[config.mk]
export PLATFORM = sky130hd
export DESIGN_NAME = bootRom
export DESIGN_NICKNAME = d
export VERILOG_FILES = /design/src/logic/memPkg.sv /design/src/logic/instrPkg.sv /design/src/logic/bootRom.sv
export SDC_FILE = /design/constraint.sdc
export NUM_CORES = 1
export LEC_CHECK = 0
export ABC_AREA = 1
export BUFFER_PORTS_ARGS = -buffer_cell sky130_fd_sc_hd__clkbuf_2
export CAP_MARGIN = 20
export CORE_AREA = 3 3 47 49
export CTS_BUF_LIST = sky130_fd_sc_hd__clkbuf_8
export CTS_CLUSTER_SIZE = 10
export DETAILED_ROUTE_END_ITERATION = 10
export DIE_AREA = 0 0 50 52
export GPL_ROUTABILITY_DRIVEN = 0
export HOLD_SLACK_MARGIN = 0.05
export PLACE_DENSITY = 0.86
export SYNTH_ARGS = -nofsm -noshare
export SYNTH_HDL_FRONTEND = slang
export SYNTH_SLANG_ARGS = --single-unit
[constraint.sdc]
create_clock -name clk -period 0.8 [get_ports clk]
set_clock_uncertainty 0.05 [all_clocks]
set_input_delay 0.04 -clock clk [delete_from_list [all_inputs] [get_ports clk]]
set_output_delay 0.04 -clock clk [all_outputs]
set_load 0.01 [all_outputs]
[src/logic/memPkg.sv]
package memPkg;

    // Word and line geometry
    localparam int WORD_BITS = 32;
    localparam int LINE_WORDS = 16;
    localparam int LINE_BITS = WORD_BITS * LINE_WORDS;
    localparam int WORD_SEL_BITS = $clog2(LINE_WORDS);

    // Store size, 64 lines of 64 bytes
    localparam int STORE_LINES = 64;
    localparam int LINE_IDX_BITS = $clog2(STORE_LINES);
    localparam int PADDR_BITS = 12;

    // Byte offset width inside one line
    localparam int LINE_OFF_BITS = WORD_SEL_BITS + 2;

    typedef logic [WORD_BITS-1:0] tWord;
    typedef logic [PADDR_BITS-1:0] tPaddr;
    typedef logic [LINE_BITS-1:0] tLine;
    typedef logic [LINE_IDX_BITS-1:0] tLineIdx;
    typedef logic [LINE_WORDS-1:0] tWordMask;
    typedef logic [WORD_SEL_BITS-1:0] tWordSel;

    // Line number, upper address bits
    function automatic tLineIdx lineOf(tPaddr addr);
        return addr[PADDR_BITS-1:LINE_OFF_BITS];
    endfunction

    // Word slot within the line, byte offset dropped
    function automatic tWordSel slotOf(tPaddr addr);
        return addr[LINE_OFF_BITS-1:2];
    endfunction

endpackage

[src/logic/instrPkg.sv]
package instrPkg;

    typedef logic [4:0] tRegIdx;
    typedef logic [11:0] tImm12;
    typedef logic [6:0] tOpcode;
    typedef logic [2:0] tFunct3;
    // Branch offset in bytes, bit 0 is dropped in the encoding
    typedef logic [12:0] tBrOff;

    // Major opcodes
    localparam tOpcode OP_IMM = 7'b0010011;
    localparam tOpcode OP_REG = 7'b0110011;
    localparam tOpcode OP_BRANCH = 7'b1100011;
    localparam tOpcode OP_SYSTEM = 7'b1110011;

    // funct3 codes that the image needs
    localparam tFunct3 F3_ADD = 3'b000;
    localparam tFunct3 F3_XOR = 3'b100;
    localparam tFunct3 F3_BNE = 3'b001;

    // Boot ROM depth in words
    localparam int IROM_WORDS = 128;

    // I-type
    function automatic memPkg::tWord rvAddi(tRegIdx rd, tRegIdx rs1, tImm12 imm);
        return {imm, rs1, F3_ADD, rd, OP_IMM};
    endfunction

    // R-type, funct7 all zero for both
    function automatic memPkg::tWord rvAdd(tRegIdx rd, tRegIdx rs1, tRegIdx rs2);
        return {7'b0000000, rs2, rs1, F3_ADD, rd, OP_REG};
    endfunction

    function automatic memPkg::tWord rvXor(tRegIdx rd, tRegIdx rs1, tRegIdx rs2);
        return {7'b0000000, rs2, rs1, F3_XOR, rd, OP_REG};
    endfunction

    // B-type, offset bits scattered over the word
    function automatic memPkg::tWord rvBne(tRegIdx rs1, tRegIdx rs2, tBrOff off);
        return {off[12], off[10:5], rs2, rs1, F3_BNE, off[4:1], off[11], OP_BRANCH};
    endfunction

    function automatic memPkg::tWord rvEbreak();
        return {12'h001, 5'd0, 3'b000, 5'd0, OP_SYSTEM};
    endfunction

    // Boot program: count x4 down from 0x3f while doubling x3
    function automatic memPkg::tWord bootImage(int index);
        case (index)
            0: return rvAddi(5'd1, 5'd0, 12'h0bb);
            1: return rvAddi(5'd2, 5'd0, 12'h0f1);
            2: return rvAddi(5'd3, 5'd0, 12'h001);
            3: return rvAddi(5'd4, 5'd0, 12'h03f);
            4: return rvAdd(5'd3, 5'd3, 5'd3);
            5: return rvAddi(5'd4, 5'd4, 12'hfff);
            // Back two instructions
            6: return rvBne(5'd4, 5'd0, -13'sd8);
            7: return rvEbreak();
            // Filler marker
            default: return rvAddi(5'd30, 5'd0, 12'h666);
        endcase
    endfunction

endpackage

[src/logic/bootRom.sv]
`timescale 1ns/1ps

module bootRom (
    input  logic         clk,
    input  logic [6:0]   romAddr,
    output memPkg::tWord romData
);

    // One instruction per ROM entry
    memPkg::tWord rom [instrPkg::IROM_WORDS];

    // Contents come from the image function at elaboration
    initial begin
        for (int i = 0; i < instrPkg::IROM_WORDS; i++) begin
            rom[i] = instrPkg::bootImage(i);
        end
    end

    // Registered read
    // data for romAddr shows up the next cycle
    always_ff @(posedge clk) begin
        romData <= rom[romAddr];
    end

endmodule

Word-level counts from Yosys, hierarchy flattened. Memory sizes are Yosys's and may differ from the RTL's. A register that Yosys moved wholly into a read port is not among the register bits. Cells that the tools add are included.

Register bits after elaboration: 32. Input port bits: 8. Memories kept: 1. Bits in read-only memories: 3072.

Memory list: rom (words 128, width 24, rd ports 1, clocked after Yosys merged registers in 1, write ports 0, RTL line bootRom.sv:10) `memPkg::tWord rom [instrPkg::IROM_WORDS];`.

Longest topological paths before layout.
Word-level depth: 0. Depth in mapped cells: 6.

Worst setup path after synthesis. Ideal clock, no wire load.

Path type: in2reg. From: in romAddr[1]. To: reg romData[26] (read register of rom). Arrival: 0.682 ns. Setup time: 0.116 ns. Setup slack: -0.047 ns. Cell stages on the path: 6. Cells stage by stage: inv_1 ha_1 nand2_1 inv_1 nor2_1 nand2_1.

RTL lines: start: declaration (RTL line bootRom.sv:5) `input logic [6:0] romAddr,`; end: declaration (RTL line bootRom.sv:6) `output memPkg::tWord romData`.

==> results.md <==
Status:
- The flow ran to the end, and the final reports show no timing, DRC or antenna violations.

Setup path:
- The start-to-end type of the worst setup path is register to output pin.
- The biggest fanout along the worst timing path is 3.
- The slowest cell on the critical path is sky130_fd_sc_hd__dfxtp_2.
- In this run the worst setup path begins at romData[28].
- The critical path goes through buf_2.
- For the worst setup path, the data arrival time is 700 ps.
- Counting both buffers and inverters, the worst setup path holds a total of 1.
- At the worst endpoint, the required time is just over 700 ps.
- The type of destination of the critical path is an output pin.
- The worst setup path is launched from a register.
- The kind of cell with the highest combined delay on the critical path is flip-flops.
- In this design, the stage delay of the slowest critical-path cell is around 330 ps.

Synth:
- The number of storage elements in the synthesis netlist is 18.
- Synthesis produced a netlist whose cell count is just under 90.
- The mean area per synthesized cell is 8.49 µm².
- Synthesis instantiated 14 different standard cells from the library.
- The Yosys warning count is 0.
- The mapped cell area is approximately 740 µm².
- The register area share after synthesis is roughly half.

Timing:
- The count of endpoints failing hold in the final timing report is 0.
- Setup repair after global routing could not meet its margin everywhere.
- The fmax is 1260 MHz.
- The final count of pins violating max slew is 0.
- The time the worst path needs with I/O delays and setup is 792 ps.
- The share of the cycle needed by the critical path after routing is about 100%.
- The total negative setup slack is 0 ps.
- The final-report setup violation count is 0.

Floorplanning:
- Measured along the y axis, the die boundary spans ~52 µm.
- The die footprint is 2600 µm².
- For this design the top-level I/O count stands at 40.
- The core region is between 1500 and 2000 µm².
- The number of cell rows is 16.
- From left edge to right edge, the die measures approximately 50 µm.
- The starting density of the core is 38.8%.

Clock tree:
- The number of buffers added by the clock tree synthesis step is 3.
- CTS saw 18 sinks.
- The cell at the root of the clock tree is sky130_fd_sc_hd__clkbuf_8.
- In this run the post-CTS setup repair buffer count came out at 0.
- The H-tree depth is 1.
- Clock-pin slew was measured on the worst setup and hold paths at roughly 60 ps.
- The clock passes through at most 2 buffers.
- TritonCTS built the clock tree.

GRT:
- The number of antenna violations at the first check in global routing is 0.
- The first global-routing pass estimated ~2.0 mm of wire.
- In the global route stage, overall resource usage came out at roughly 10%.
- The number of global-route vias before repair came to between 400 and 500.
- For this run the aggregate overflow at the end of global routing stands at 0.
- The pin count of the biggest net entering global routing is 14.

Finish:
- The final antenna diode count is 0.
- The area growth from synthesis to layout is 34.6%.
- In the layout the commonest cells are sky130_fd_sc_hd__nor2_1 (19), sky130_fd_sc_hd__clkbuf_2 (14), sky130_fd_sc_hd__buf_2 (11), sky130_fd_sc_hd__nand2_1 (10), sky130_fd_sc_hd__dfxtp_1 (10).
- The library cell used most frequently in the layout, excluding fill and tap cells, is sky130_fd_sc_hd__nor2_1.
- The flip-flop count of the largest register after layout is 18.
- The sequential cells in the finished layout cover a total of about 370 µm².
- The final layout contains approximately 130 nets.
- Summing all multi-input logic gate instances after layout gives 270 µm².
- Fill cells in the final layout number about 190.
- The largest register by flop count is romData.
- Cells with a size suffix above 1 make up approximately half of the layout.
- The largest registers in the layout are romData: 18 flops.
- The cell area after layout is slightly below 1000 µm².

Detailed routing:
- Once detail routing completed, the nets flagged for antenna violations numbered 0.
- The average detailed-routed wire length per instance is ~8.4 µm.
- For this run, the detailed router's first-pass iteration total came to 4.
- The routed wire length is roughly 1.2 mm.
- In the routed layout, each cell is associated on average with a via count of around 4.1.
- For this block, the initial DRC count from the detailed router was 11.
- The number of vias in the routed layout is ~590.
- In the routed design, unresolved DRC markers number 0.

Power and ir drop:
- The total power draw is roughly 1.8 mW.
- VDD sags by at most around 0.6 mV.
- For this design the ratio of total power to cell area is ~1800 nW/µm².
- The leakage power figure is approximately 0.5 nW.

Placed design:
- During placement, the flow inserted port buffers numbering 31.
- The placed instances occupy a cell area of 890 µm².
- The post-detailed-placement half-perimeter wirelength is about 1.0 mm.

Run:
- The max-cap violation count is 0.

Hold path:
- The startpoint identified for the worst hold timing path is romAddr[6].
- The type of the tightest min-delay check is input pin to register.
==> through the flow <==
stage	hold slack (ps)	setup WS, ps	cells	utilization [%]
finish	53.3	8.33	145	52.2
global route	74.2	-17.5	145	52.2
CTS	52.0	-11.6	145	49.9
detailed placement	316	-193	141	46.8
global placement	305	-146	141	46.8
floorplan	62.4	1.22	93	-
==> final timing paths <==
| check | slack [ps] | end | cells after the start |
|---|---|---|---|
| hold / removal | 50 | romData[5] | 4 |
| setup / recovery | 8 | romData[31] | 1 |
==> layer usage <==
layer  vias to the layer above  global-route usage [%]  part of all wire, %
li1                        294                       -                    -
met3                         5                    2.58                  9.6
met5                         -                       0                    0
met2                        36                    17.2                   48
met4                         0                    8.29                  3.0
met1                       259                    11.2                   40
==> cell families (layout without fill, tap and decap cells) <==
kind of cell,after synthesis,in the layout,synth area share (%)
flip-flops,18,18,48.8
buffers and inverters,24,49,20.3
other,2,8,1.02
AO/OA/AOI/OAI,3,3,2.03
AND/OR/NAND/NOR,35,35,19.3
adder cells (fa/ha/maj),5,5,8.47
==> power by group <==
group          total (mW)  switching (mW)  internal [mW]
combinational       0.210           0.121         0.0892
clock               0.701           0.264          0.436
sequential          0.919         0.00562          0.913
==> synthesized netlist by cell type <==
cell	number	share of area, %
sky130_fd_sc_hd__nor2_1	19	9.7
sky130_fd_sc_hd__nor2_2	3	2.5
sky130_fd_sc_hd__a21oi_1	2	1.4
sky130_fd_sc_hd__inv_2	1	0.51
sky130_fd_sc_hd__nand2_1	11	5.6
sky130_fd_sc_hd__nand2_2	1	0.85
sky130_fd_sc_hd__buf_4	14	14
sky130_fd_sc_hd__dfxtp_1	18	49
sky130_fd_sc_hd__o21ai_0	1	0.68
sky130_fd_sc_hd__nand3_1	1	0.68
sky130_fd_sc_hd__buf_6	1	1.5
sky130_fd_sc_hd__conb_1	2	1.0
sky130_fd_sc_hd__ha_1	5	8.5
sky130_fd_sc_hd__inv_1	8	4.1
==> repair_timing <==
item / in CTS / in global routing
setup endpoints to repair: 7 / 17
pin swaps: 0 / 2
resized for setup: 3 / 31
hold buffers: 0 / 0
==> layout make-up <==
cell class	count	share of cell area, %
timing repair buffer	36	22.8
clock buffer	4	5.54
sequential	18	37.3
inverter	9	3.78
multi-input combinational	51	27.2
tap	27	3.40
Power figures use the tool's default switching activity.
