--- src/logic/memPkg.sv ---
package memPkg;

    // Word and line geometry
    localparam int WORD_BITS = 32;
    localparam int LINE_WORDS = 16;
    localparam int LINE_BITS = WORD_BITS * LINE_WORDS;
    localparam int WORD_SEL_BITS = $clog2(LINE_WORDS);

    // Store size, 64 lines of 64 bytes
    localparam int STORE_LINES = 64;
    localparam int LINE_IDX_BITS = $clog2(STORE_LINES);
    localparam int PADDR_BITS = 12;

    // Byte offset width inside one line
    localparam int LINE_OFF_BITS = WORD_SEL_BITS + 2;

    typedef logic [WORD_BITS-1:0] tWord;
    typedef logic [PADDR_BITS-1:0] tPaddr;
    typedef logic [LINE_BITS-1:0] tLine;
    typedef logic [LINE_IDX_BITS-1:0] tLineIdx;
    typedef logic [LINE_WORDS-1:0] tWordMask;
    typedef logic [WORD_SEL_BITS-1:0] tWordSel;

    // Line number, upper address bits
    function automatic tLineIdx lineOf(tPaddr addr);
        return addr[PADDR_BITS-1:LINE_OFF_BITS];
    endfunction

    // Word slot within the line, byte offset dropped
    function automatic tWordSel slotOf(tPaddr addr);
        return addr[LINE_OFF_BITS-1:2];
    endfunction

endpackage

--- src/logic/preloadSequencer.sv ---
`timescale 1ns/1ps

module preloadSequencer (
    input  logic          clk,
    input  logic          rstN,
    input  logic          start,
    input  logic          romMode,
    input  logic          streamValid,
    input  memPkg::tPaddr streamAddr,
    input  memPkg::tWord  streamData,
    input  memPkg::tWord  romData,
    output logic [6:0]    romAddr,
    output logic          wrValid,
    output memPkg::tPaddr wrAddr,
    output memPkg::tWord  wrData,
    output logic          flush,
    output logic          done
);

    typedef enum logic [2:0] {
        stIdle,
        stRomCopy,
        stStream,
        stDrain,
        stDone
    } tSeqState;

    tSeqState state;

    // ROM walk index, doubles as the read address
    logic [6:0] romIdx;
    // Drain timer, flush then line write then done
    logic [1:0] drainCnt;
    // Source of the write data for the current load
    logic romSel;
    // Stream word held for its write cycle
    memPkg::tWord streamDataQ;

    assign romAddr = romIdx;
    assign done = (state == stDone);

    // ROM data lands one cycle after the address, same cycle as wrValid
    assign wrData = romSel ? romData : streamDataQ;

    always_ff @(posedge clk) begin
        if (!rstN) begin
            state <= stIdle;
            romIdx <= '0;
            drainCnt <= '0;
            romSel <= 1'b0;
            wrValid <= 1'b0;
            flush <= 1'b0;
        end else begin
            // Pulses by default
            wrValid <= 1'b0;
            flush <= 1'b0;
            case (state)
                // Done behaves as idle, a start relaunches
                stIdle, stDone: begin
                    if (start) begin
                        state <= romMode ? stRomCopy : stStream;
                        romSel <= romMode;
                        romIdx <= '0;
                    end
                end
                stRomCopy: begin
                    // Word write for this index issues next cycle
                    wrValid <= 1'b1;
                    romIdx <= romIdx + 7'd1;
                    // Last ROM index
                    if (&romIdx) begin
                        state <= stDrain;
                        drainCnt <= '0;
                    end
                end
                stStream: begin
                    if (streamValid) begin
                        if (streamAddr[0]) begin
                            // Sentinel, nothing written
                            state <= stDrain;
                            drainCnt <= '0;
                        end else begin
                            wrValid <= 1'b1;
                        end
                    end
                end
                stDrain: begin
                    drainCnt <= drainCnt + 2'd1;
                    // Flush once the last word write has gone by
                    flush <= (drainCnt == 2'd0);
                    // Store write lands on this edge
                    if (drainCnt == 2'd2) begin
                        state <= stDone;
                    end
                end
                default: begin
                    state <= stIdle;
                end
            endcase
        end
    end

    // Write address and stream payload
    always_ff @(posedge clk) begin
        if (state == stRomCopy) begin
            wrAddr <= memPkg::tPaddr'({romIdx, 2'b00});
        end else if (state == stStream && streamValid) begin
            wrAddr <= streamAddr;
            streamDataQ <= streamData;
        end
    end

    // Source must give word-aligned addresses apart from the sentinel
    streamAligned: assert property (
        @(posedge clk) disable iff (!rstN)
        (state == stStream && streamValid && !streamAddr[0]) |-> !streamAddr[1]
    ) else $error("stream address %h not word aligned", streamAddr);

endmodule

--- config.mk ---
export PLATFORM = sky130hd
export DESIGN_NAME = preloadSequencer
export DESIGN_NICKNAME = d
export VERILOG_FILES = /design/src/logic/memPkg.sv /design/src/logic/preloadSequencer.sv
export SDC_FILE = /design/constraint.sdc
export NUM_CORES = 1
export LEC_CHECK = 0
export BUFFER_PORTS_ARGS = -buffer_cell sky130_fd_sc_hd__buf_2
export CORE_MARGIN = 2
export CORE_UTILIZATION = 35
export DETAILED_ROUTE_END_ITERATION = 10
export SETUP_SLACK_MARGIN = 0.02
export SLEW_MARGIN = 20
export SYNTH_ARGS = -nofsm -noshare
export SYNTH_HDL_FRONTEND = slang
export SYNTH_SLANG_ARGS = --single-unit
--- constraint.sdc ---
create_clock -name clk -period 2.3 [get_ports clk]
set_clock_uncertainty 0.15 [all_clocks]
set_input_delay 0.115 -clock clk [delete_from_list [all_inputs] [get_ports clk]]
set_output_delay 0.115 -clock clk [all_outputs]
set_load 0.005 [all_outputs]
==> Yosys cells after proc, flatten, opt, wreduce, memory -nomap -nowiden <==
Cells that the tools add are included.
{ "word_totals": {"ff_bits": 59, "input_bits": 81} }
{ "op_classes": {"add_sub_neg": 2, "eq_ne": 10, "muxes": 19, "bitwise": 1, "n_reduce_logical": 14} }
{ "op_table": {"columns": ["cell", "n"], "rows": [
  ["32-bit two-way mux", 1],
  ["9-bit two-way mux", 2],
  ["3-bit two-way mux", 5],
  ["7-bit case mux with 2 select lines", 1],
  ["3-bit case mux with 4 select lines", 1],
  ["2-bit != test, second input constant", 5],
  ["2-bit two-way mux", 4],
  ["2-bit AND reduction", 4],
  ["7-bit by 1-bit adder with 7-bit output, second input constant", 1],
  ["7-bit two-way mux", 1],
  ["7-bit AND reduction", 1],
  ["3-bit by 2-bit == test with 1-bit output, second input constant", 2],
  ["2-bit case mux with 3 select lines", 1],
  ["5-bit AND reduction", 1],
  ["4-bit AND reduction", 1],
  ["2-bit nonzero test", 2],
  ["3-bit by 1-bit == test with 1-bit output, second input constant", 1],
  ["3-bit == test, second input constant", 1],
  ["3-bit logical NOT", 1],
  ["3-bit nonzero test", 1],
  ["2-bit by 1-bit adder with 2-bit output, second input constant", 1],
  ["2-bit == test, second input constant", 1],
  ["2-bit logical NOT", 1],
  ["1-bit two-way mux", 2],
  ["other kinds (4)", 4]
]} }

==> Longest topological paths before layout <==
{ "logic_depth": {"depth_word": 4, "depth_mapped": 7, "ltp_nobuf": 6} }

==> Least setup slack after synthesis <==
Ideal clock, no wire load.
{ "synth_timing": {"path_kind": "flip-flop to flip-flop", "start": "reg state[1]", "end": "reg wrAddr[5] (data pin)", "arrival_time_ns": 1.297, "t_required_ns": 1.894, "path_slack_ns": 0.597, "stages_incl_launch_ff": 7, "path_buffers": 2, "cell_sequence": "dfxtp_1 buf_6 nor2b_1 nand2_1 inv_2 buf_4 a22o_1"} }
{ "synth_via": {"elab_chain_len": 2} }
{ "synth_lines": {"columns": ["element", "line", "source"], "rows": [
  ["from (decl)", "preloadSequencer.sv:28", "tSeqState state;"],
  ["from (signal assigned)", "preloadSequencer.sv:47", "state <= stIdle;"],
  ["from (signal assigned)", "preloadSequencer.sv:61", "state <= romMode ? stRomCopy : stStream;"],
  ["from (signal assigned)", "preloadSequencer.sv:72", "state <= stDrain;"],
  ["3-bit by 1-bit == test with 1-bit output", "preloadSequencer.sv:105", "if (state == stRomCopy) begin"],
  ["9-bit two-way mux", "preloadSequencer.sv:105", null],
  ["to (signal assigned)", "preloadSequencer.sv:106", "wrAddr <= memPkg::tPaddr'({romIdx, 2'b00});"],
  ["to (signal assigned)", "preloadSequencer.sv:108", "wrAddr <= streamAddr;"],
  ["to (decl)", "preloadSequencer.sv:14", "output memPkg::tPaddr wrAddr,"]
]} }
Every way passes these cells.
A chain may end at the register's enable or synchronous reset.

==> Worst setup path in the final report <==
{ "layout_timing": {"start": "reg romSel", "end": "out wrData[1]"} }
{ "layout_via": {"elab_chain_len": 1} }
{ "layout_lines": {"columns": ["element", "line", "source"], "rows": [
  ["from (decl)", "preloadSequencer.sv:35", "logic romSel;"],
  ["from (signal assigned)", "preloadSequencer.sv:62", "romSel <= romMode;"],
  ["32-bit two-way mux", "preloadSequencer.sv:43", "assign wrData = romSel ? romData : streamDataQ;"],
  ["to (decl)", "preloadSequencer.sv:15", "output memPkg::tWord wrData,"]
]} }
Every way passes these cells.

==> impl_metrics.csv <==
group,metric,value,unit
pwr,power_leakage,0.00172,uW
sta,setup-tns-final,0,ns
worst_setup_path,crit_arrival,1.55,ns
worst_setup_path,crit_required,2.04,ns
drt,vias,2289,
worst_setup_path,r2r_start,"state[1]",
global_routing,grt_pass1_vias,2331,
synthesis,ys_seq_area_share,60.8,%
sta,setup_ws,0.483,ns
floorplan,dieArea,8090,um^2
global_routing,overflow,0,
synthesis,synthesis.nets,286,
floorplan,row_count,31,
floorplan,core,7210,um^2
cts,cts_made_buffers,9,
cts,cts.clk_slew.worst_paths,0.06,ns
cts,htreeDepth,3,
cts,tritoncts,"built",
layout,nets,474,
place,io_buffers,134,
floorplan,initial_core_util,35.8,%
place,place_ws,0.510,ns
drt,drt-total-wl,6.63,mm
sta,setup_viol,0,
place,dp_hpwl,4.52,mm
run_status,status,"finished clean",
floorplan,io_pins,135,
worst_setup_path,cp-end-kind,"primary output",
sta,rsz0062_at_grt,"no",
cts,clkLatencyLatePin,0.33,ns
synthesis,synthesis.area,2580,um^2
global_routing,globalRouteTotalUtil,17.0,%
global_routing,grt_pass1_wl,10.8,mm
cts,clockRootBuffer,"clkbuf_8",
synthesis,ys_warn_count,0,
hold_path,holdCritStartpoint,"streamValid",
sta,final-max-slew-violation-count,0,
place,placedInstanceArea,3360,um^2
layout,syn2layout_area_growth,55.3,%
drt,ant_nets,0,
pwr,ir_drop,0.247,mV
worst_setup_path,startpoint,"romSel",
worst_setup_path,crit_path_end,"wrData[1]",
floorplan,die_w,89.9,um
global_routing,grt_max_degree,33,
place,place.gp.congestion,0.839,
layout,antenna_cells,0,
cts,cts.sinks,59,
worst_setup_path,r2r_slack,0.51,ns
cts,cts_hold_buffers,48,
pwr,power.density,599,nW/um^2
layout,drive_gt1_share,48.1,%
drt,drt_first_iter_violations,92,
global_routing,grt_antenna_before_repair,0,
sta,clock.fmax,550,MHz
drt,drtPass1Iterations,4,
job,maxCapViolations,0,
drt,via_per_inst,4.63,
worst_setup_path,crit_path_start_kind,"flip-flop",
sta,post-route-min-period,1.82,ns
synthesis,ys_ff_latch,59,
synthesis,syn-mean-instance-area,12.8,um^2
cts,ctsLongestPathBuffers,2,
sta,hold_viol,0,
hold_path,min_path_type,"in2reg",
layout,final_common_cell,"buf_2",
synthesis,syn_inst,202,
layout,stdcell_area,4010,um^2
drt,drc,0,
floorplan,die_h,89.9,um
synthesis,synth_cell_types,37,
sta,slew_headroom,65.8,%
layout,final_util,55.6,%
pwr,finalPower,2400,uW
cts,cts_resized,0,
sta,worstMarginPinSlew,0.513,ns
layout,mostFrequentLayoutCells,"buf_2 (134), dlygate4sd3_1 (48), edfxtp_1 (39)",
worst_setup_path,worst_r2r_path_depth,4,
worst_setup_path,crit_type,"reg2out",
cts,post_cts_buffers,0,
worst_setup_path,rr_endpoint,"streamDataQ[13]",
sta,period_share,79.0,%
worst_setup_path,crit_fanout,32,
drt,post_drt_wl_per_cell,13.4,um
## worst min path at each step
stage / endpoint / cells past startpoint
floorplan: streamDataQ[0] / 0
global placement: streamDataQ[0] / 1
detailed placement: streamDataQ[28] / 1
CTS: drainCnt[1] / 5
global route: drainCnt[1] / 5
finish: drainCnt[1] / 5
## cells in the mapped netlist (all sizes together)
library cell,instances,area share [%]
a31oi,3,0.73
or2,1,0.24
nand2,29,4.2
nor2b,3,0.73
mux2,32,14
mux2i,1,0.39
a22o,5,1.7
nor3,1,0.39
clkbuf,2,0.29
dfxtp,20,15
nand4,3,0.73
nor2,3,0.44
inv,6,0.87
nand2b,3,0.73
buf,8,2.0
or3b,2,0.68
ha,3,1.5
a21o,1,0.29
edfxtp,39,45
o21ai,9,1.7
nand3b,1,0.29
a21boi,4,1.2
nor3b,1,0.73
nand3,3,0.58
a22oi,1,0.29
and2,6,1.5
a32oi,1,0.34
o221ai,2,0.68
a21oi,6,1.2
o211a,1,0.39
a2bb2oi,1,0.34
and3,1,0.24
## routing by layer
layer | track usage, % | routed length (um) | vias up
met2 | 29.0 | 3310 | 106
met1 | 19.6 | 2740 | 1059
met5 | 0 | 0 | -
li1 | - | - | 1112
met3 | 6.29 | 486 | 12
met4 | 6.67 | 89 | 0
## layout make-up
class                           instances  area [um^2]
Multi-Input combinational cell        127          931
Fill cell                             668         3200
Inverter                                6         22.5
Tap cell                               99          124
Clock buffer                           13          159
Sequential cell                        59         1570
Timing Repair Buffer                  187         1190
Clock inverter                          3         15.0
## registers in the layout (all words and copies together), names as in the netlist
name         cells
flush            1
streamDataQ     32
state            3
drainCnt         2
romAddr          7
wrValid          1
romSel           1
wrAddr          12
## logic make-up after synthesis
kind of cell / after synthesis / synth area share (%)
and+or+nand+nor: 57 / 11.4
DFF: 59 / 60.8
adders and majority gates: 3 / 1.45
muxes: 33 / 14.3
AOI/OAI and AO/OA: 34 / 8.81
buffers and inverters: 16 / 3.15
## metrics by stage
step / cells / hold slack (ns)
2_1_floorplan: 202 / 0.0639
3_3_place_gp: 430 / 0.142
3_5_place_dp: 430 / 0.143
4_1_cts: 494 / 0.153
5_1_grt: 494 / 0.222
6_report: 494 / 0.170
## power by group
group          switching (uW)  internal, uW  leakage (uW)
Combinational             148           216       0.00110
Clock                     381           445     0.0000932
Sequential               28.0          1190      0.000521
## worst max-delay path, cell delays in order (launching register included)
cell and delay [ns]:
dfxtp_1 0.32, buf_4 0.36, mux2_2 0.38, buf_2 0.14
(Power assumes the default switching activity.)
