===== src/logic/memPkg.sv =====
package memPkg;

    // Word and line geometry
    localparam int WORD_BITS = 32;
    localparam int LINE_WORDS = 16;
    localparam int LINE_BITS = WORD_BITS * LINE_WORDS;
    localparam int WORD_SEL_BITS = $clog2(LINE_WORDS);

    // Store size, 64 lines of 64 bytes
    localparam int STORE_LINES = 64;
    localparam int LINE_IDX_BITS = $clog2(STORE_LINES);
    localparam int PADDR_BITS = 12;

    // Byte offset width inside one line
    localparam int LINE_OFF_BITS = WORD_SEL_BITS + 2;

    typedef logic [WORD_BITS-1:0] tWord;
    typedef logic [PADDR_BITS-1:0] tPaddr;
    typedef logic [LINE_BITS-1:0] tLine;
    typedef logic [LINE_IDX_BITS-1:0] tLineIdx;
    typedef logic [LINE_WORDS-1:0] tWordMask;
    typedef logic [WORD_SEL_BITS-1:0] tWordSel;

    // Line number, upper address bits
    function automatic tLineIdx lineOf(tPaddr addr);
        return addr[PADDR_BITS-1:LINE_OFF_BITS];
    endfunction

    // Word slot within the line, byte offset dropped
    function automatic tWordSel slotOf(tPaddr addr);
        return addr[LINE_OFF_BITS-1:2];
    endfunction

endpackage


===== src/logic/lineAssembler.sv =====
`timescale 1ns/1ps

module lineAssembler (
    input  logic             clk,
    input  logic             rstN,
    input  logic             wrValid,
    input  memPkg::tPaddr    wrAddr,
    input  memPkg::tWord     wrData,
    input  logic             flush,
    output logic             lineWrValid,
    output memPkg::tLineIdx  lineWrIdx,
    output memPkg::tLine     lineWrData,
    output memPkg::tWordMask lineWrMask
);

    // Line under assembly
    memPkg::tLine bufData;
    memPkg::tLineIdx bufIdx;
    memPkg::tWordMask bufMask;

    memPkg::tLineIdx wrLine;
    memPkg::tWordSel wrSlot;
    memPkg::tWordMask slotBit;
    // Incoming word belongs to another line than the buffer
    logic newLine;
    // Buffer leaves for the store this cycle
    logic emit;

    always_comb begin
        wrLine = memPkg::lineOf(wrAddr);
        wrSlot = memPkg::slotOf(wrAddr);
        slotBit = memPkg::tWordMask'(1) << wrSlot;
        // Empty buffer takes any line
        newLine = (bufMask != '0) && (wrLine != bufIdx);
        emit = (wrValid && newLine) || flush;
    end

    // Mask and write strobe
    always_ff @(posedge clk) begin
        if (!rstN) begin
            bufMask <= '0;
            lineWrValid <= 1'b0;
        end else begin
            // Empty buffer on a flush writes nothing
            lineWrValid <= emit && (bufMask != '0);
            if (wrValid) begin
                // Fresh mask when a new line starts
                bufMask <= (newLine ? '0 : bufMask) | slotBit;
            end else if (flush) begin
                bufMask <= '0;
            end
        end
    end

    // Line payload
    always_ff @(posedge clk) begin
        if (emit) begin
            lineWrIdx <= bufIdx;
            lineWrData <= bufData;
            lineWrMask <= bufMask;
        end
        if (wrValid) begin
            // Repeat to the same slot overwrites
            bufData[wrSlot*memPkg::WORD_BITS +: memPkg::WORD_BITS] <= wrData;
            bufIdx <= wrLine;
        end
    end

    // A word that arrives with flush would stay behind in the buffer
    wrNotWithFlush: assert property (
        @(posedge clk) disable iff (!rstN)
        !(wrValid && flush)
    ) else $error("word write to %h in the same cycle as flush", wrAddr);

endmodule


===== config.mk =====
export PLATFORM = sky130hd
export DESIGN_NAME = lineAssembler
export DESIGN_NICKNAME = d
export VERILOG_FILES = /design/src/logic/memPkg.sv /design/src/logic/lineAssembler.sv
export SDC_FILE = /design/constraint.sdc
export NUM_CORES = 1
export LEC_CHECK = 0
export BUFFER_PORTS_ARGS = -buffer_cell sky130_fd_sc_hd__buf_2
export CAP_MARGIN = 10
export CORE_MARGIN = 10
export CORE_UTILIZATION = 30
export CTS_CLUSTER_SIZE = 20
export DETAILED_ROUTE_END_ITERATION = 8
export GPL_TIMING_DRIVEN = 0
export PLACE_DENSITY = 0.47
export SLEW_MARGIN = 20
export SYNTH_ARGS = -nofsm -noshare
export SYNTH_HDL_FRONTEND = slang
export SYNTH_SLANG_ARGS = --single-unit

===== constraint.sdc =====
create_clock -name clk -period 10.8 [get_ports clk]
set_input_delay 1.08 -clock clk [delete_from_list [all_inputs] [get_ports clk]]
set_output_delay 1.08 -clock clk [all_outputs]
set_load 0.02 [all_outputs]

# [Word-level counts from Yosys, hierarchy flattened]
# Index checks and enable logic that the tools add are counted.
# W data, S select, Z words.
[word_totals] register_bits=1069 inputBits=48 word_cells=23
[classes] add_sub_neg=1 eq_ne=1 n_shift=3 mux=4 n_bitwise=1 n_reduce_logical=6
[op_table] op="$bwmux W512" n=1
[op_table] op="$shift A32 B34 Y512 const A" n=1
[op_table] op="$shiftx A32 B34 Y512" n=1
[op_table] op="$mux W16" n=3
[op_table] op="$neg A9 Y34" n=1
[op_table] op="$or A16 B16 Y16" n=1
[op_table] op="$reduce_bool A16 Y1" n=1
[op_table] op="$shl A1 B4 Y16 const A" n=1
[op_table] op="$ne A6 B6 Y1" n=1
[op_table] op="$logic_and A1 B1 Y1" n=3
[op_table] op="$reduce_bool A2 Y1" n=1
[op_table] op="$logic_or A1 B1 Y1" n=1

# [Longest topological paths before layout]
# Gate-level depths: netlist (run 1).
[depth] ltp_word=5 ltp_mapped=11 mapped_depth_nobuf=7

# [Worst setup path before layout (run 1)]
# No wires, ideal clock.
[synth_timing] kind="in2reg" start="in wrAddr[11]" end="reg lineWrData[0] (enable)" arrival_ns=8.241 t_required_ns=10.119 path_slack_ns=1.879 cell_stages=4 n_path_buf=0 path_cell_list="xor2_1 -> nor4_1 -> a211oi_1 -> or2_2"
[synth_via] elab_chain_cells=4
[synth_rtl] element="from (decl)" line="lineAssembler.sv:7" source="input memPkg::tPaddr wrAddr,"
[synth_rtl] element="$ne A6 B6 Y1" line="lineAssembler.sv:34" source="newLine = (bufMask != '0) && (wrLine != bufIdx);"
[synth_rtl] element="$logic_and A1 B1 Y1" line="lineAssembler.sv:34"
[synth_rtl] element="$logic_and A1 B1 Y1" line="lineAssembler.sv:35" source="emit = (wrValid && newLine) || flush;"
[synth_rtl] element="$logic_or A1 B1 Y1" line="lineAssembler.sv:35"
[synth_rtl] element="to (signal assigned)" line="lineAssembler.sv:59" source="lineWrData <= bufData;"
[synth_rtl] element="to (decl)" line="lineAssembler.sv:12" source="output memPkg::tLine lineWrData,"
# Every way passes these cells.
# A chain may end at the register's enable or synchronous reset.

==> impl_metrics.toml, run 1 <==
[sta]
fin_crit_sh_pct = 43.46
slew_viol_final = 0
min_period_ns = 4.694
worst_pin_slew_ns = 0.9900
relSlewSlack_pct = 34.00
finalHoldViolCount = 0
fin_worst_skew_ns = 0.03480
tns_ns = 0
rsz0062_at_grt = "no"
final-setup-viol-count = 0
fmax_mhz = 213.1

[finish]
nNetsFinal = 2664
seqCellArea_sq_um = 31930
fillers = 11030
mostFrequentLayoutCell = "edfxtp_1"
drive_gt1_share_pct = 30.84
final_cell_mix = "1,052 x edfxtp_1, 594 x buf_2, 359 x nor2_1"
multi_input_area_sq_um = 3546
final_util_pct = 38.12
syn2layout_area_growth_pct = 25.98
final_cells = 4244

[route]
dr.pass1.iters = 5
ant_nets = 0
drt-initial-drc-count = 1720
via_per_inst = 4.467
avgRoutedWirePerCell_microns = 28.52
drc_errors = 0
vias = 18960
routed_wl_microns = 121000

[run]
cap_viol_max_count = 0

[synth]
syn-num-nets = 1938
netlist_instances = 1883
yosysWarnings = 0
ys_types = 33
syn_area_sq_um = 35730
ys_seq_area_share_pct = 89.36
ys_ff_latch = 1069
syn_avg_cell_area_sq_um = 18.98

[pwr]
p_seq_share_pct = 52.5
clkPwrFrac_pct = 41.7
p_per_area_nw_per_um2 = 199.6
p_switching_mw = 2.059
combPwrFrac_pct = 5.9
leakage_nw = 13.15
internal_power_mw = 6.927
vdd_drop_max_mv = 0.1226
p_sw_share_pct = 22.92

[clocking]
root_buffer = "clkbuf_16"
post_cts_buffers = 0
cts-buffers-inserted = 111
worst_skew_pair.late_latency_ns = 0.70
cts_hold_buf = 0
clkSlewWorstSetupHoldPaths_ns = 0.06
clockBufferDepth = 3
cts_max_level = 3
cts_resized = 0
clock_sinks = 1069
tritoncts = "built"

[global_routing]
overflow = 0
antenna_found_initial = 29
grt_max_degree = 65
grt_pass1_wl_microns = 162500
grt_pass1_vias = 19650
grtUsageTotal_pct = 17.70

[worst_hold_path]
hold_path_class = "reg2reg"

[floorplan]
dieHeight_microns = 365.1
ios = 583
row_count = 126
start_util_pct = 30.26
die_area_sq_um = 133300
die_w_microns = 365.1
design.core.area_sq_um = 118100

[place]
numPortBuffers = 578
dpl.hpwl_microns = 85140
gp_congestion = 0.8069
dp.cells = 4032

[critical_path]
cp.arrival_ns = 5.08
cp-end-kind = "flop"
path_class = "in2reg"
cp_data_required_time_ns = 11.19
critPathLaunchType = "input pin"
path_max_fanout = 23

[run_status]
status = "complete, no violations"
==> stage by stage <==
stage	setup WS (ns)	hold slack (ns)	power, mW	area (sq um)
after floorplan	1.879	0.4003	5.074	35730
after global placement	-1.551	0.4028	5.378	40550
after detailed placement	5.145	0.4045	5.349	41430
after CTS	5.919	0.3886	9.092	44990
after global routing	5.784	0.4032	9.288	45000
final	6.106	0.3878	8.987	45010
==> cell usage after synthesis, drive strengths merged <==
cell / count / area (sq um)
nand2b: 1 / 6.260
nor2b: 2 / 12.51
and3: 3 / 18.77
dfxtp: 17 / 340.3
inv: 7 / 26.27
nor2: 373 / 1403
ha: 7 / 87.58
clkbuf: 44 / 165.2
edfxtp: 1052 / 31590
nor4: 5 / 31.28
or2: 2 / 12.51
a21oi: 1 / 8.760
buf: 25 / 177.7
or4: 1 / 7.510
or3b: 2 / 20.02
nand3: 22 / 110.1
xor2: 6 / 52.55
nand2: 119 / 449.2
and4: 5 / 48.80
and2: 162 / 1013
o21ai: 16 / 80.08
nand4b: 1 / 8.760
a211oi: 1 / 7.510
a2111oi: 1 / 8.760
nor3: 8 / 45.04
==> state kept, by name, indices dropped and copies added, names as in the netlist <==
signal,count
bufMask,16
bufIdx,6
bufData,512
lineWrData,512
lineWrValid,1
lineWrIdx,6
lineWrMask,16
==> final timing paths <==
| kind | slack [ns] | startpoint | end | cells after the start |
|---|---|---|---|---|
| worst max-delay path | 6.11 | wrAddr[2] | bufData[274] | 12 |
| worst min-delay path | 0.39 | bufData[325] | lineWrData[325] | 0 |
| worst max register to register | 7.01 | bufIdx[1] | lineWrData[371] | 9 |
| worst min register to register | 0.39 | bufData[325] | lineWrData[325] | 0 |
==> per-layer routing <==
metal,wire (microns),track usage [%],vias to the layer above
met4,2305,4.121,8
met5,49,0,-
met2,61570,30.95,813
li1,-,-,8340
met1,45280,21.25,9660
met3,11810,5.425,136
==> cells by family after synthesis <==
logic type      count (synthesis)  synth area share (%)
compound gates                 19                0.2942
xor+xnor                        6                0.1471
simple gates                  706                 8.919
flops                        1069                 89.36
buf+inv                        76                 1.033
fa+ha+maj                       7                0.2451
==> critical path, cell delays in order <==
cell and delay (ns):
buf_2 0.12, clkbuf_1 0.48, inv_1 0.21, ha_1 0.32, ha_1 0.30, clkbuf_1 0.27
inv_1 0.30, nand3_1 0.44, or2_2 0.50, buf_2 0.30, nor2_4 0.46, buf_12 0.25
==> power groups by stage <==
| stage | clock, mW | combinational (mW) | sequential, mW |
|---|---|---|---|
| floorplan | 0 | 0.162 | 4.91 |
| global placement | 0 | 0.499 | 4.88 |
| detailed placement | 0 | 0.545 | 4.80 |
| CTS | 3.83 | 0.546 | 4.72 |
| global route | 4.00 | 0.565 | 4.72 |
| finish | 3.74 | 0.526 | 4.72 |
==> layout make-up <==
cell class                      count  share of cell area [%]
Timing Repair Buffer              613                   8.139
Multi-Input combinational cell    738                   7.877
Inverter                            7                 0.05837
Clock inverter                     76                   1.540
Sequential cell                  1069                   70.94
Clock buffer                      129                   6.368
Antenna cell                        7                 0.03891
Buffer                             69                  0.7727
Tap cell                         1536                   4.270
No activity file was read; power rests on OpenSTA's default activity.
==> inputs of run 2 (changes only) <==
- ABC_AREA: default -> 1
- PLACE_DENSITY: 0.47 -> 0.48
- clock period: 10.8 -> 3.8 ns (I/O delays scaled with it)
==> impl_metrics.toml, run 2 <==
[finish]
mostFrequentLayoutCell = "edfxtp_1"
final_cell_mix = "1,052 x edfxtp_1, 618 x buf_2, 588 x nor2_1"
fillers = 11440
syn2layout_area_growth_pct = 26.99
largestRegisters = "bufData x512, lineWrData x512"
nNetsFinal = 2973
final_cells = 4628
drive_gt1_share_pct = 30.31

[run]
cap_viol_max_count = 0

[sta]
worst_pin_slew_ns = 0.9678
slew_viol_final = 0
fin_crit_sh_pct = 85.68
finalHoldViolCount = 0
rsz0062_at_grt = "no"
final-setup-viol-count = 0
fin_worst_skew_ns = 0.02844
tns_ns = 0
fmax_mhz = 307.1
min_period_ns = 3.256
relSlewSlack_pct = 35.33

[clocking]
worst_skew_pair.late_latency_ns = 0.70
clkSlewWorstSetupHoldPaths_ns = 0.06
cts_max_level = 3
cts-buffers-inserted = 112
clockBufferDepth = 3
clock_sinks = 1069
tritoncts = "built"
cts_resized = 0
root_buffer = "clkbuf_16"

[worst_hold_path]
hold_path_class = "in2reg"

[synth]
syn_area_sq_um = 36400
syn_avg_cell_area_sq_um = 16.82
ys_ff_latch = 1069
yosysWarnings = 0
ys_seq_area_share_pct = 87.72
ys_types = 26
syn-num-nets = 2219
yosysMostFrequentCell = "edfxtp_1"
synth_compound_area_share_pct = 0.2475
synth_flop_cell = "edfxtp_1"
synthTopCellsByArea = "edfxtp_1 87%, nor2_1 6.2%, nand2_1 1.8%"
synth_top_family_by_area = "simple AND/OR/NAND/NOR gates"
yosys.area_share.simple_pct = 9.030
synth_top_area_share_pct = 86.79
synth.largest_area_cell = "edfxtp_1"
synth_edf_count = 1052
netlist_instances = 2164
ys_top_cells_by_count = "1,052 x edfxtp_1, 602 x nor2_1, 171 x nand2_1, 130 x inv_1, 38 x buf_2"
synth_xor_area_share_pct = 0
async_reset_ff_share_pct = 0
synth-adder-area-share_pct = 0.2406
synth.area.mux_share_pct = 0

[route]
routed_wl_microns = 127500
drt-initial-drc-count = 1834
ant_nets = 0
vias = 20410
via_per_inst = 4.411
avgRoutedWirePerCell_microns = 27.56
dr.pass1.iters = 5
drc_errors = 0

[critical_path]
crit_chain = "buf_2 -> buf_2 -> inv_1 -> ha_1 -> ha_1 -> buf_2 -> buf_1 -> nand3_1 -> nor2_4 -> buf_16"
cp_data_required_time_ns = 4.19
cpMaxStageDelayCell = "nor2_4"
rr_worst_depth = 15
critPathLaunchType = "input pin"
r2r_start = "bufIdx[4]"
rr_endpoint = "lineWrData[59]"
regToRegSetupSlack_ns = 0.72
critPathMaxStageDelay_ns = 0.69
worstSetupEndpoint = "bufData[52]"
cp.arrival_ns = 3.64
crit_top_cell = "buf_2"
path_class = "in2reg"
cp-end-kind = "flop"
startpoint = "wrAddr[2]"
path_max_fanout = 20

[floorplan]
ios = 583
row_count = 127
die_area_sq_um = 135700
start_util_pct = 30.30
design.core.area_sq_um = 120100
die_w_microns = 368.3
dieHeight_microns = 368.3

[pwr]
p_per_area_nw_per_um2 = 549.9
leakage_nw = 13.84
vdd_drop_max_mv = 0.3455
design_power_total_mw = 25.42

[global_routing]
antenna_found_initial = 24
grt_pass1_wl_microns = 171600
grt_pass1_vias = 20870
grt_max_degree = 27
overflow = 0
grtUsageTotal_pct = 18.34

[place]
gp_congestion = 0.7834
dp.cells = 4407
numPortBuffers = 580
dpl.hpwl_microns = 95760

[run_status]
status = "complete, no violations"
run 2: changes by cell type in the layout (fill, tap and decap cells not counted), moves of 23 or more:
| cell | before | now |
|---|---|---|
| and2_1 | 162 | 0 |
| inv_2 | 1 | 31 |
| inv_1 | 6 | 130 |
| buf_2 | 594 | 618 |
| buf_16 | 16 | 39 |
| nor2_2 | 1 | 29 |
| nor2_1 | 359 | 588 |
| nand2_1 | 118 | 170 |
run 2: worst min-delay path by stage:
stage,start,end,slack (ns),depth (start not counted)
CTS,wrData[9],bufData[9],0.002,3
floorplan,bufData[0],lineWrData[0],0.40,0
global placement,bufData[233],lineWrData[233],0.40,0
global route,wrData[21],bufData[21],0.05,3
detailed placement,bufData[100],lineWrData[100],0.40,0
finish,wrData[9],bufData[9],0.05,3
run 2: report_power, final:
group          switching, mW  internal (mW)  total (mW)
registers              0.105           13.3        13.4
clock network           4.51           5.78        10.3
logic                   1.32          0.432        1.75
run 2: cell families after synthesis:
| family | Yosys count |
|---|---|
| AND/OR/NAND/NOR | 832 |
| buffers and inverters | 238 |
| AO/OA/AOI/OAI | 18 |
| flip-flops | 1069 |
| adder cells (fa/ha/maj) | 7 |
run 2: routing by layer:
| metal | part of all wire (%) | wire length (microns) | global-route usage (%) |
|---|---|---|---|
| met4 | 3.0 | 3763 | 5.503 |
| met1 | 39 | 49810 | 22.04 |
| met3 | 8.8 | 11180 | 5.660 |
| met2 | 49 | 62770 | 31.39 |
| met5 | 0.0094 | 12 | 0 |
run 2: final cells by class:
type	count	area [sq um]	area share, %
Sequential cell	1069	31930	69.08
Multi-Input combinational cell	857	3606	7.801
Inverter	163	614.3	1.329
Clock inverter	47	299.0	0.6470
Buffer	75	389.1	0.8419
Clock buffer	155	3089	6.683
Timing Repair Buffer	640	4252	9.198
Antenna cell	10	25.02	0.05414
Tap cell	1612	2017	4.364
run 2: worst max-delay path, delay by kind of cell:
| kind | cells | cell delay (ns) |
|---|---|---|
| buffers and inverters | 6 | 1.61 |
| and+or+nand+nor | 2 | 1.04 |
| adders and majority gates | 2 | 0.58 |
run 2: through the flow:
step                      worst slack [ns]  instance area [sq um]  util (%)  hold WS, ns
after global placement              -11.24                  41340     34.41       0.4009
after detailed placement           -0.2054                  42720     35.56       0.4045
final                               0.5442                  46220     38.48      0.05333
after floorplan                     -5.978                  36420         -       0.4003
after global routing                0.3381                  46200     38.46      0.05287
after CTS                           0.5409                  46200     38.46     0.002156
run 2: timing repair:
action / 4_1_cts / 5_1_grt
hold endpoints to repair: 15 / 0
hold buffers: 9 / 0
buffers inserted: 0 / 0
==> inputs of run 3 (changes only) <==
- RECOVER_POWER: default -> 100
==> impl_metrics.toml, run 3 (synthesis gave the netlist of run 2 again) <==
[run_status]
status = "complete, no violations"

[clocking]
cts_max_level = 3
cts_hold_buf = 9
cts-buffers-inserted = 112
tritoncts = "built"
post_cts_buffers = 0
cts_resized = 0
clockBufferDepth = 3
worst_skew_pair.late_latency_ns = 0.70
clkSlewWorstSetupHoldPaths_ns = 0.06
root_buffer = "clkbuf_16"
clock_sinks = 1069

[critical_path]
critPathMaxStageDelay_ns = 1.11
r2r_start = "bufIdx[4]"
cp_data_required_time_ns = 4.18
worstSetupEndpoint = "bufData[479]"
crit_chain = "clkbuf_1 -> buf_2 -> inv_1 -> ha_1 -> ha_1 -> buf_2 -> inv_1 -> nand3_1 -> nor2_1 -> buf_12"
critPathLaunchType = "input pin"
rr_endpoint = "lineWrData[161]"
rr_worst_depth = 14
cp_num_buf_inv = 6
cp.arrival_ns = 3.76
path_class = "in2reg"
cp-end-kind = "flop"
regToRegSetupSlack_ns = 0.46
startpoint = "wrAddr[2]"
cpLargestDelayFamily = "simple AND/OR/NAND/NOR gates"
cpMaxStageDelayCell = "nor2_1"
path_max_fanout = 23
cp_num_cells = 10

[sta]
finalHoldViolCount = 0
min_period_ns = 3.383
slew_viol_final = 0
relSlewSlack_pct = 6.002
rsz0062_at_grt = "no"
final-setup-viol-count = 0
fin_crit_sh_pct = 89.04
worst_pin_slew_ns = 1.410
fmax_mhz = 295.6
fin_worst_skew_ns = 0.02767

[finish]
fillers = 11770
drive_gt1_share_pct = 10.51
final_cell_mix = "1,052 x edfxtp_1, 642 x clkbuf_1, 593 x nor2_1"
final_cells = 4627
mostFrequentLayoutCell = "edfxtp_1"
largestRegisters = "bufData x512, lineWrData x512"
nNetsFinal = 2973
syn2layout_area_growth_pct = 23.88

[floorplan]
start_util_pct = 30.30
die_w_microns = 368.3
die_area_sq_um = 135700
row_count = 127
design.core.area_sq_um = 120100
ios = 583
dieHeight_microns = 368.3

[place]
dp.cells = 4407
numPortBuffers = 580
dpl.hpwl_microns = 95760
gp_congestion = 0.7834

[run]
cap_viol_max_count = 0

[pwr]
leakage_nw = 12.82
p_per_area_nw_per_um2 = 561.6
vdd_drop_max_mv = 0.3463
design_power_total_mw = 25.32

[global_routing]
grtUsageTotal_pct = 18.34
grt_pass1_wl_microns = 171600
antenna_found_initial = 21
grt_pass1_vias = 20870
grt_max_degree = 27
overflow = 0

[route]
drc_errors = 0
drt-initial-drc-count = 1694
vias = 20420
avgRoutedWirePerCell_microns = 27.66
via_per_inst = 4.413
ant_nets = 0
dr.pass1.iters = 5
routed_wl_microns = 128000

[worst_hold_path]
hold_path_class = "in2reg"
[run 3: cell types whose count changed in the layout (fill, tap and decap cells not counted), sizes merged]
cell and change:
buf -597, clkbuf +596, diode -1, dlymetal6s2s +1
[run 3: cell type report]
| class | instances | area (sq um) | area share, % |
|---|---|---|---|
| tap | 1612 | 2017 | 4.473 |
| buffer | 75 | 307.8 | 0.6826 |
| inverter | 163 | 614.3 | 1.362 |
| timing repair buffer | 640 | 3294 | 7.306 |
| sequential | 1069 | 31930 | 70.82 |
| multi-input combinational | 857 | 3515 | 7.795 |
| clock inverter | 47 | 299.0 | 0.6632 |
| antenna | 9 | 22.52 | 0.04995 |
| clock buffer | 155 | 3089 | 6.851 |
[run 3: per-stage QoR]
stage               hold slack [ns]  setup slack, ns  cell area (sq um)  setup TNS, ns  util (%)
floorplan                    0.4003           -5.978              36420       -3198.12         -
global placement             0.4009           -11.24              41340       -6671.82     34.41
global route                0.05287           0.1692              45070              0     37.52
finish                      0.05361           0.4166              45090              0     37.53
detailed placement           0.4045          -0.2054              42720         -9.554     35.56
CTS                        0.002156           0.5409              46200              0     38.46
[run 3: power breakdown]
group	total (mW)	internal, mW	switching, mW	leakage, nW
Sequential	13.4	13.3	0.110	7.90
Clock	10.3	5.78	4.53	1.65
Combinational	1.63	0.323	1.30	3.28
[run 3: how the worst min path moves through the flow]
stage / from / endpoint / slack [ns] / depth (start not counted)
finish: wrData[9] / bufData[9] / 0.05 / 3
global route: wrData[21] / bufData[21] / 0.05 / 3
CTS: wrData[9] / bufData[9] / 0.002 / 3
detailed placement: bufData[100] / lineWrData[100] / 0.40 / 0
global placement: bufData[233] / lineWrData[233] / 0.40 / 0
floorplan: bufData[0] / lineWrData[0] / 0.40 / 0
[run 3: routing by layer]
metal  global-route usage, %  wire length [microns]  vias to the layer above
li1                        -                      -                     9054
met1                   22.04                  50560                    10450
met2                   31.39                  63320                      751
met3                   5.660                  10700                      159
met4                   5.503                   3380                        2
met5                       0                     12                        -
[run 3: tightest hold or removal path: stages]
cell and delay, ns:
buf_2 0.09, inv_1 0.06, nor2_1 0.09
